### src/source/dcache_pkg.sv
`default_nettype none

package dcache_pkg;

    // --------------------
    // Cache geometry
    // --------------------

    // Byte address width on both Wishbone ports
    localparam int ADDR_W = 32;

    // Data word width and also the width of one bank
    localparam int DATA_W = 32;

    // Words per line and also the number of banks
    localparam int BANK_COUNT = 4;

    // Lines in the direct-mapped array
    localparam int LINE_COUNT = 64;

    // The address splits, low to high, into byte in word, word in line, line index and tag
    localparam int OFFSET_W   = 2;
    localparam int BANK_SEL_W = 2;
    localparam int INDEX_W    = 6;
    localparam int TAG_W      = ADDR_W - INDEX_W - BANK_SEL_W - OFFSET_W;

    // --------------------
    // Vector types
    // --------------------

    typedef logic [ADDR_W-1:0]     addr_t;
    typedef logic [DATA_W-1:0]     data_t;
    typedef logic [DATA_W/8-1:0]   byte_sel_t;
    typedef logic [BANK_SEL_W-1:0] bank_sel_t;
    typedef logic [INDEX_W-1:0]    index_t;
    typedef logic [TAG_W-1:0]      tag_t;

    // --------------------
    // Controller FSM
    // --------------------

    // REREAD repeats the lookup once the refilled line is in place
    typedef enum logic [2:0] {
        IDLE,
        LOOKUP,
        REFILL,
        REREAD,
        WRITE_MEM,
        RESPOND
    } ctrl_state_t;

endpackage : dcache_pkg

`default_nettype wire

### src/source/dcache_ifs.sv
`default_nettype none

// The controller writes and reads the data block through one port each
interface dcache_data_if;
    dcache_pkg::byte_sel_t wr_byte_sel;
    dcache_pkg::bank_sel_t wr_bank;
    dcache_pkg::index_t    wr_index;
    logic                  wr_en;
    dcache_pkg::data_t     wr_data;
    dcache_pkg::bank_sel_t rd_bank;
    dcache_pkg::index_t    rd_index;
    logic                  rd_en;
    // Valid one cycle after the edge where rd_en is high
    dcache_pkg::data_t     rd_data;

    modport ctrl (output wr_byte_sel, wr_bank, wr_index, wr_en, wr_data,
                  output rd_bank, rd_index, rd_en, input rd_data);
    modport block (input wr_byte_sel, wr_bank, wr_index, wr_en, wr_data,
                   input rd_bank, rd_index, rd_en, output rd_data);
endinterface : dcache_data_if

// The controller looks up and fills the tag store over this bus
interface dcache_tag_if;
    logic               lookup_en;
    dcache_pkg::index_t lookup_index;
    dcache_pkg::tag_t   lookup_tag;
    logic               fill_en;
    dcache_pkg::index_t fill_index;
    dcache_pkg::tag_t   fill_tag;
    // Valid in the cycle after the lookup edge
    logic               hit;

    modport ctrl (output lookup_en, lookup_index, lookup_tag,
                  output fill_en, fill_index, fill_tag, input hit);
    modport store (input lookup_en, lookup_index, lookup_tag,
                   input fill_en, fill_index, fill_tag, output hit);
endinterface : dcache_tag_if

`default_nettype wire

### src/source/dcache_controller.sv
`default_nettype none

module dcache_controller (
    input  wire                   clk_i,
    input  wire                   arst_n_i,
    dcache_tag_if.ctrl            tag,
    dcache_data_if.ctrl           data,
    // Processor side as a Wishbone classic slave
    input  wire                   cpu_cyc_i,
    input  wire                   cpu_stb_i,
    input  wire                   cpu_we_i,
    input  dcache_pkg::addr_t     cpu_adr_i,
    input  dcache_pkg::byte_sel_t cpu_sel_i,
    input  dcache_pkg::data_t     cpu_dat_i,
    output logic                  cpu_ack_o,
    output dcache_pkg::data_t     cpu_dat_o,
    // Memory side as a Wishbone classic master
    output logic                  mem_cyc_o,
    output logic                  mem_stb_o,
    output logic                  mem_we_o,
    output dcache_pkg::addr_t     mem_adr_o,
    output dcache_pkg::byte_sel_t mem_sel_o,
    output dcache_pkg::data_t     mem_dat_o,
    input  wire                   mem_ack_i,
    input  dcache_pkg::data_t     mem_dat_i,
    // Refill word counter
    output logic                  refill_start_o,
    output logic                  refill_advance_o,
    input  dcache_pkg::bank_sel_t refill_word_i,
    input  wire                   refill_last_i
);

    // --------------------
    // Address split
    // --------------------

    // The master holds the address steady, so these fields last the whole request
    dcache_pkg::tag_t      req_tag;
    dcache_pkg::index_t    req_index;
    dcache_pkg::bank_sel_t req_bank;

    assign req_tag   = cpu_adr_i[dcache_pkg::ADDR_W-1 -: dcache_pkg::TAG_W];
    assign req_index = cpu_adr_i[dcache_pkg::OFFSET_W + dcache_pkg::BANK_SEL_W +:
                                 dcache_pkg::INDEX_W];
    assign req_bank  = cpu_adr_i[dcache_pkg::OFFSET_W +: dcache_pkg::BANK_SEL_W];

    // --------------------
    // State register
    // --------------------

    dcache_pkg::ctrl_state_t state_q, state_d;

    always_ff @(posedge clk_i or negedge arst_n_i) begin
        if (!arst_n_i) begin
            state_q <= dcache_pkg::IDLE;
        end else begin
            state_q <= state_d;
        end
    end

    // --------------------
    // Next state and outputs
    // --------------------

    always_comb begin
        state_d          = state_q;
        cpu_ack_o        = 1'b0;
        mem_cyc_o        = 1'b0;
        mem_stb_o        = 1'b0;
        mem_we_o         = 1'b0;
        mem_adr_o        = cpu_adr_i;
        mem_sel_o        = cpu_sel_i;
        refill_start_o   = 1'b0;
        refill_advance_o = 1'b0;
        tag.lookup_en    = 1'b0;
        tag.fill_en      = 1'b0;
        data.rd_en       = 1'b0;
        data.wr_en       = 1'b0;
        data.wr_bank     = req_bank;
        data.wr_byte_sel = cpu_sel_i;
        data.wr_data     = cpu_dat_i;

        case (state_q)
            dcache_pkg::IDLE: begin
                // Tag and data are read together, both answer in LOOKUP
                if (cpu_cyc_i && cpu_stb_i) begin
                    tag.lookup_en = 1'b1;
                    data.rd_en    = 1'b1;
                    state_d       = dcache_pkg::LOOKUP;
                end
            end
            dcache_pkg::LOOKUP: begin
                if (cpu_we_i) begin
                    state_d = dcache_pkg::WRITE_MEM;
                end else if (tag.hit) begin
                    cpu_ack_o = 1'b1;
                    state_d   = dcache_pkg::IDLE;
                end else begin
                    refill_start_o = 1'b1;
                    state_d        = dcache_pkg::REFILL;
                end
            end
            dcache_pkg::REFILL: begin
                // Each word is a single read and the words walk up from the line base
                mem_cyc_o = 1'b1;
                mem_stb_o = 1'b1;
                mem_adr_o = {req_tag, req_index, refill_word_i,
                             {dcache_pkg::OFFSET_W{1'b0}}};
                mem_sel_o = '1;
                data.wr_bank     = refill_word_i;
                data.wr_byte_sel = '1;
                data.wr_data     = mem_dat_i;
                if (mem_ack_i) begin
                    data.wr_en       = 1'b1;
                    refill_advance_o = 1'b1;
                    if (refill_last_i) begin
                        tag.fill_en = 1'b1;
                        state_d     = dcache_pkg::REREAD;
                    end
                end
            end
            dcache_pkg::REREAD: begin
                // Line is complete now, a second lookup hits and answers
                tag.lookup_en = 1'b1;
                data.rd_en    = 1'b1;
                state_d       = dcache_pkg::LOOKUP;
            end
            dcache_pkg::WRITE_MEM: begin
                mem_cyc_o = 1'b1;
                mem_stb_o = 1'b1;
                mem_we_o  = 1'b1;
                if (mem_ack_i) begin
                    // Write hit updates the cached bytes on the same edge
                    data.wr_en = tag.hit;
                    state_d    = dcache_pkg::RESPOND;
                end
            end
            dcache_pkg::RESPOND: begin
                cpu_ack_o = 1'b1;
                state_d   = dcache_pkg::IDLE;
            end
            default: begin
                state_d = dcache_pkg::IDLE;
            end
        endcase
    end

    // Index and tag never change within one request
    assign data.wr_index    = req_index;
    assign data.rd_index    = req_index;
    assign data.rd_bank     = req_bank;
    assign tag.lookup_index = req_index;
    assign tag.lookup_tag   = req_tag;
    assign tag.fill_index   = req_index;
    assign tag.fill_tag     = req_tag;

    assign cpu_dat_o = data.rd_data;
    assign mem_dat_o = cpu_dat_i;

endmodule : dcache_controller

`default_nettype wire

### src/flat_wrapper.sv
// flat-port wrapper written by rule: the top's interface ports become plain ports
module dcache_controller_flat 
  (clk_i, arst_n_i, cpu_cyc_i, cpu_stb_i, cpu_we_i, cpu_adr_i, cpu_sel_i, cpu_dat_i, cpu_ack_o, cpu_dat_o, mem_cyc_o, mem_stb_o, mem_we_o, mem_adr_o, mem_sel_o, mem_dat_o, mem_ack_i, mem_dat_i, refill_start_o, refill_advance_o, refill_word_i, refill_last_i, tag_lookup_en, tag_lookup_index, tag_lookup_tag, tag_fill_en, tag_fill_index, tag_fill_tag, tag_hit, data_wr_byte_sel, data_wr_bank, data_wr_index, data_wr_en, data_wr_data, data_rd_bank, data_rd_index, data_rd_en, data_rd_data);
  dcache_tag_if tag_i ();
  dcache_data_if data_i ();
  input  wire clk_i;
  input  wire arst_n_i;
  input  wire cpu_cyc_i;
  input  wire cpu_stb_i;
  input  wire cpu_we_i;
  input  dcache_pkg::addr_t cpu_adr_i;
  input  dcache_pkg::byte_sel_t cpu_sel_i;
  input  dcache_pkg::data_t cpu_dat_i;
  output logic cpu_ack_o;
  output dcache_pkg::data_t cpu_dat_o;
  output logic mem_cyc_o;
  output logic mem_stb_o;
  output logic mem_we_o;
  output dcache_pkg::addr_t mem_adr_o;
  output dcache_pkg::byte_sel_t mem_sel_o;
  output dcache_pkg::data_t mem_dat_o;
  input  wire mem_ack_i;
  input  dcache_pkg::data_t mem_dat_i;
  output logic refill_start_o;
  output logic refill_advance_o;
  input  dcache_pkg::bank_sel_t refill_word_i;
  input  wire refill_last_i;
  output wire logic [$bits(tag_i.lookup_en)-1:0] tag_lookup_en;
  output wire logic [$bits(tag_i.lookup_index)-1:0] tag_lookup_index;
  output wire logic [$bits(tag_i.lookup_tag)-1:0] tag_lookup_tag;
  output wire logic [$bits(tag_i.fill_en)-1:0] tag_fill_en;
  output wire logic [$bits(tag_i.fill_index)-1:0] tag_fill_index;
  output wire logic [$bits(tag_i.fill_tag)-1:0] tag_fill_tag;
  input wire logic [$bits(tag_i.hit)-1:0] tag_hit;
  output wire logic [$bits(data_i.wr_byte_sel)-1:0] data_wr_byte_sel;
  output wire logic [$bits(data_i.wr_bank)-1:0] data_wr_bank;
  output wire logic [$bits(data_i.wr_index)-1:0] data_wr_index;
  output wire logic [$bits(data_i.wr_en)-1:0] data_wr_en;
  output wire logic [$bits(data_i.wr_data)-1:0] data_wr_data;
  output wire logic [$bits(data_i.rd_bank)-1:0] data_rd_bank;
  output wire logic [$bits(data_i.rd_index)-1:0] data_rd_index;
  output wire logic [$bits(data_i.rd_en)-1:0] data_rd_en;
  input wire logic [$bits(data_i.rd_data)-1:0] data_rd_data;
  assign tag_lookup_en = tag_i.lookup_en;
  assign tag_lookup_index = tag_i.lookup_index;
  assign tag_lookup_tag = tag_i.lookup_tag;
  assign tag_fill_en = tag_i.fill_en;
  assign tag_fill_index = tag_i.fill_index;
  assign tag_fill_tag = tag_i.fill_tag;
  assign tag_i.hit = tag_hit;
  assign data_wr_byte_sel = data_i.wr_byte_sel;
  assign data_wr_bank = data_i.wr_bank;
  assign data_wr_index = data_i.wr_index;
  assign data_wr_en = data_i.wr_en;
  assign data_wr_data = data_i.wr_data;
  assign data_rd_bank = data_i.rd_bank;
  assign data_rd_index = data_i.rd_index;
  assign data_rd_en = data_i.rd_en;
  assign data_i.rd_data = data_rd_data;
  dcache_controller u_core (.clk_i(clk_i), .arst_n_i(arst_n_i), .tag(tag_i), .data(data_i), .cpu_cyc_i(cpu_cyc_i), .cpu_stb_i(cpu_stb_i), .cpu_we_i(cpu_we_i), .cpu_adr_i(cpu_adr_i), .cpu_sel_i(cpu_sel_i), .cpu_dat_i(cpu_dat_i), .cpu_ack_o(cpu_ack_o), .cpu_dat_o(cpu_dat_o), .mem_cyc_o(mem_cyc_o), .mem_stb_o(mem_stb_o), .mem_we_o(mem_we_o), .mem_adr_o(mem_adr_o), .mem_sel_o(mem_sel_o), .mem_dat_o(mem_dat_o), .mem_ack_i(mem_ack_i), .mem_dat_i(mem_dat_i), .refill_start_o(refill_start_o), .refill_advance_o(refill_advance_o), .refill_word_i(refill_word_i), .refill_last_i(refill_last_i));
endmodule
### config.mk
export PLATFORM = sky130hd
export DESIGN_NAME = dcache_controller_flat
export DESIGN_NICKNAME = d
export VERILOG_FILES = /design/src/source/dcache_pkg.sv /design/src/source/dcache_ifs.sv /design/src/source/dcache_controller.sv /design/src/flat_wrapper.sv
export SDC_FILE = /design/constraint.sdc
export NUM_CORES = 1
export LEC_CHECK = 0
export BUFFER_PORTS_ARGS = -buffer_cell sky130_fd_sc_hd__buf_2
export CAP_MARGIN = 40
export CELL_PAD_IN_SITES_DETAIL_PLACEMENT = 1
export CELL_PAD_IN_SITES_GLOBAL_PLACEMENT = 1
export CORE_AREA = 2 2 141 143
export CTS_BUF_LIST = sky130_fd_sc_hd__clkbuf_2
export DETAILED_ROUTE_END_ITERATION = 8
export DIE_AREA = 0 0 143 145
export PLACE_DENSITY = 0.71
export SETUP_SLACK_MARGIN = 0.15
export SYNTH_ARGS = -nofsm -noshare
export SYNTH_HDL_FRONTEND = slang
export SYNTH_SLANG_ARGS = --single-unit
### constraint.sdc
create_clock -name clk_i -period 1.9 [get_ports clk_i]
set_input_delay 0.19 -clock clk_i [delete_from_list [all_inputs] [get_ports clk_i]]
set_output_delay 0.19 -clock clk_i [all_outputs]
set_load 0.01 [all_outputs]
Word level (Yosys, flattened, before mapping)
Index checks and enable logic that the tools add are counted.
- bits in registers: 3
- input port bits: 142
- output and inout bits: 218
- word-level logic and storage cells: 42
- eq/ne operators: 9
- multiplexer cells: 28
- reduce and logical (&&, ||, !) cells: 4
- operators with widths (kind ; number):
    2-to-1 mux 32 bit ; 1
    2-to-1 mux 3 bit ; 5
    one-hot mux 3 bit (5 select lines) ; 1
    2-to-1 mux 1 bit ; 14
    2-to-1 mux 4 bit ; 2
    equality test 3 x 2 -> 1 bit, second input constant ; 2
    equality test 3 bit, second input constant ; 2
    inequality test 2 bit, second input constant ; 3
    one-hot mux 1 bit (2 select lines) ; 3
    2-to-1 mux 2 bit ; 2
    AND reduction 4 bit ; 1
    equality test 3 x 1 -> 1 bit, second input constant ; 1
    zero test 3 bit ; 1
    inequality test 2 x 1 -> 1 bit, second input constant ; 1
    OR reduction 2 bit ; 1
    logical AND 1 bit ; 1

Logic depth before layout (Yosys ltp)
- depth in word-level cells: 3
- gate-level depth with buffers: 6
- depth with buffers taken out: 3

Least setup slack after synthesis
Ideal clock, no wire load.
- path kind: flip-flop to output port
- from: reg u_core.state_q[2]
- to: out mem_adr_o[2]
- arrival time: 1.448 ns
- required time: 1.710 ns
- slack: 0.262 ns
- stages on the path, launching flop included: 7
- buffers on the path: 3
- path through: dfrtp_1 -> buf_6 -> nand2b_4 -> nor2_8 -> buf_12 -> mux2_4 -> buf_4
- word-level cells in the longest chain between the ends: 2
- ends and longest elaborated chain (what ; RTL line ; source):
    start: declaration ; dcache_controller.sv:51 ; dcache_pkg::ctrl_state_t state_q, state_d;
    start signal: assignment ; dcache_controller.sv:55 ; state_q <= dcache_pkg::IDLE;
    start signal: assignment ; dcache_controller.sv:57 ; state_q <= state_d;
    equality test 3 x 2 -> 1 bit ; dcache_controller.sv:83 ; case (state_q)
    2-to-1 mux 4 bit ; dcache_controller.sv:83 ;
    end: declaration ; flat_wrapper.sv:19 ; output dcache_pkg::addr_t mem_adr_o;
Every way passes these cells.

Worst setup path after layout
- from: reg u_core.state_q[2]
- to: out data_wr_bank[1]
- word-level cells in the longest chain between the ends: 2
- ends and longest elaborated chain (what ; RTL line ; source):
    equality test 3 x 2 -> 1 bit ; dcache_controller.sv:83 ;
    2-to-1 mux 2 bit ; dcache_controller.sv:83 ;
    end: declaration ; flat_wrapper.sv:36 ; output wire logic [$bits(data_i.wr_bank)-1:0] data_wr_bank;
Every way passes these cells.

==> reports/metrics.csv <==
stage,metric,value,unit
run_status,outcome,completed,
clocking,ctsHtreeMaxLevel,1,
job,cap_viol_max_count,0,
power_and_ir_drop,swShare,45.5,%
timing,final_hold_viol_count,0,
placement,hpwl,5720,um
clocking,clkLatencyLatePin,200,ps
detailed_routing,vias,1457,
power_and_ir_drop,power.density,697,nW/um^2
logic_synthesis,syn_area,2140,um^2
detailed_routing,first_pass_iters,4,
final_layout,nNetsFinal,394,
timing,max_freq,559,MHz
final_layout,largest_reg_flops,3,
placement,place_ws,282,ps
detailed_routing,drtIter0Drc,20,
power_and_ir_drop,peakVddDrop,0.000213,V
timing,setup_violations,0,
global_routing,grt_usage,5.25,%
power_and_ir_drop,internal_power,0.789,mW
detailed_routing,wirelength,6590,um
timing,fin_hold_ws,314,ps
critical_path,path_class,flop to output pin,
final_layout,fin_util,10.8,%
power_and_ir_drop,pwr-share-clk,6.1,%
logic_synthesis,syn_nets,388,
critical_path,crit_start,u_core.state_q[2]$_DFFE_PN0P_,
power_and_ir_drop,cellLeakagePower,1.09,nW
logic_synthesis,synth_top_area_share,60.0,%
final_layout,fin_area,2080,um^2
logic_synthesis,synth_top_area_cell,buf_4,
power_and_ir_drop,pwr-share-seq,9.3,%
detailed_routing,viasPerCell,2.81,
global_routing,grt_max_degree,36,
logic_synthesis,synth_ff_type,dfrtp_1,
timing,final_max_slew_viol_count,0,
logic_synthesis,avgSynthCellArea,8.70,um^2
floorplan,ios,360,
critical_path,rr_startpoint,u_core.state_q[1]$_DFFE_PN0P_,
critical_path,endpoint_kind,output pin,
final_layout,drive_above_1_share,89.6,%
global_routing,grt_pass1_wl,8250,um
final_layout,n_fill_cell,2316,
floorplan,die_w,143,um
logic_synthesis,synth.top_cells.by_area,"buf_4, mux2_4, dfrtp_1, buf_12, mux2_2",
logic_synthesis,yosys_warnings,0,
placement,portBuffers,171,
critical_path,start_kind,flop,
timing,min_period,1790,ps
logic_synthesis,yosys-top-cells-count,"buf_4, mux2_4, mux2_2, or2_2",
clocking,path_clk_slew,40,ps
critical_path,r2r_setup_slack,710,ps
floorplan,std_cell_rows,51,
timing,clock_skew,3.99,ps
final_layout,fin_cells,518,
logic_synthesis,synth-seq-cells,3,
detailed_routing,wire_per_inst,12.7,um
global_routing,grt.met2_usage,8.71,%
power_and_ir_drop,power_switching,0.660,mW
global_routing,busiest_layer,met2,
critical_path,critical_path_arrival,1600,ps
logic_synthesis,synth_edf_count,0,
critical_path,crit_fanout,18,
clocking,cts.sinks,3,
critical_path,cp.required,1710,ps
detailed_routing,ant_nets,0,
clocking,root_buffer,clkbuf_2,
final_layout,regMostFlops,u_core.state_q,
global_routing,met1_usage,4.45,%
floorplan,initial_utilization,11.1,%
timing,maxSlewHeadroom,76.6,%
timing,setup_slack,110,ps
logic_synthesis,seq_area_frac_synth,3.51,%
power_and_ir_drop,p_comb_share,84.6,%
timing,grt_setup_unrepaired,yes,
floorplan,core_area,19200,um^2
logic_synthesis,yosys.cell_types.count,23,
global_routing,grt_overflow_total,0,
clocking,cts_tree,built,
timing,tns,0,ps
clocking,cts_buffers,3,
final_layout,syn_to_final_growth,-2.81,%
final_layout,multi_input_area,704,um^2
worst_hold_path,min_path_type,input port to flop,
placement,placed_area,2000,um^2
final_layout,largestRegisters,u_core.state_q x3,
global_routing,antenna_found_initial,2,
final_layout,seq_area,77.6,um^2
placement,gp_congestion,0.664,
timing,period_share,94.2,%
detailed_routing,drc_errors,0,
worst_hold_path,min-delay-start,refill_last_i,
logic_synthesis,synthCells,246,
timing,worstMarginPinSlew,348,ps
clocking,clk_path_buf_depth,2,
floorplan,die_area,20700,um^2
global_routing,grt_pass1_vias,1428,
logic_synthesis,async_flop_share,100,%
floorplan,die_h,145,um
placement,dp_cells,509,
logic_synthesis,yosysMostFrequentCell,buf_4,
global_routing,met3_usage,4.75,%
power_and_ir_drop,power,1.45,mW
[logic make-up (layout without fill, tap and decap cells)]
group | count (synthesis) | in the layout | synth area share, %
simple gates | 24 | 24 | 7.13
buf+inv | 177 | 182 | 63.7
flops | 3 | 3 | 3.51
mux | 35 | 35 | 23.7
compound gates | 7 | 7 | 1.93
other cells | 0 | 2 | 0
[worst paths after layout]
check | endpoint | cells after the start
max in group asynchronous | u_core.state_q[1]$_DFFE_PN0P_ | 2
worst max register to register | u_core.state_q[1]$_DFFE_PN0P_ | 4
worst min register to register | u_core.state_q[2]$_DFFE_PN0P_ | 1
min in group asynchronous | u_core.state_q[0]$_DFFE_PN0P_ | 2
worst max-delay path | data_wr_bank[1] | 5
worst min-delay path | u_core.state_q[0]$_DFFE_PN0P_ | 3
[worst max-delay path: stages (launching register included)]
cell and delay, ps:
dfrtp_1 370, nand2b_4 170, nor2_8 140, buf_12 190, mux2_2 360, buf_2 140
[per-layer routing]
| layer | part of all wire [%] | vias up |
|---|---|---|
| met4 | 1.1 | 0 |
| met2 | 45 | 173 |
| li1 | - | 626 |
| met5 | 0 | - |
| met3 | 21 | 16 |
| met1 | 33 | 642 |
[layout by cell type, fill, tap and decap left out, types with 2 or more instances in the layout]
master,n
a21oi_1,3
dfrtp_2,2
buf_4,2
diode_2,2
mux2_2,5
and2_1,2
buf_2,171
and3_1,2
nor2_1,3
nor2b_1,2
or2_2,5
nand2b_1,2
clkbuf_2,4
mux2_4,30
nand2_1,4
[cell type report]
class / count / area share (%)
clock buffers: 4 / 0.963
flip-flops and latches: 3 / 3.73
diodes: 2 / 0.241
multi-input cells: 66 / 33.9
repair buffers: 177 / 45.1
well taps: 265 / 15.9
inverters: 1 / 0.181
[power groups by stage]
stage	Combinational [mW]	Sequential, mW	Clock, mW
5_1_grt	1.32	0.141	0.0961
3_5_place_dp	1.18	0.132	0
3_3_place_gp	1.17	0.129	0
4_1_cts	1.19	0.132	0.0957
6_report	1.23	0.135	0.0885
2_1_floorplan	1.19	0.106	0
[what timing repair did]
item                                    in CTS  in global routing
hold buffers                                 1                  0
gates cloned                                 0                  1
endpoints found under the hold margin        3                  0
gates resized for setup                      1                  3
buffers inserted                             0                  1
endpoints found under the setup margin      38                 38
pin swaps                                    0                  0
Power figures use the tool's default switching activity.
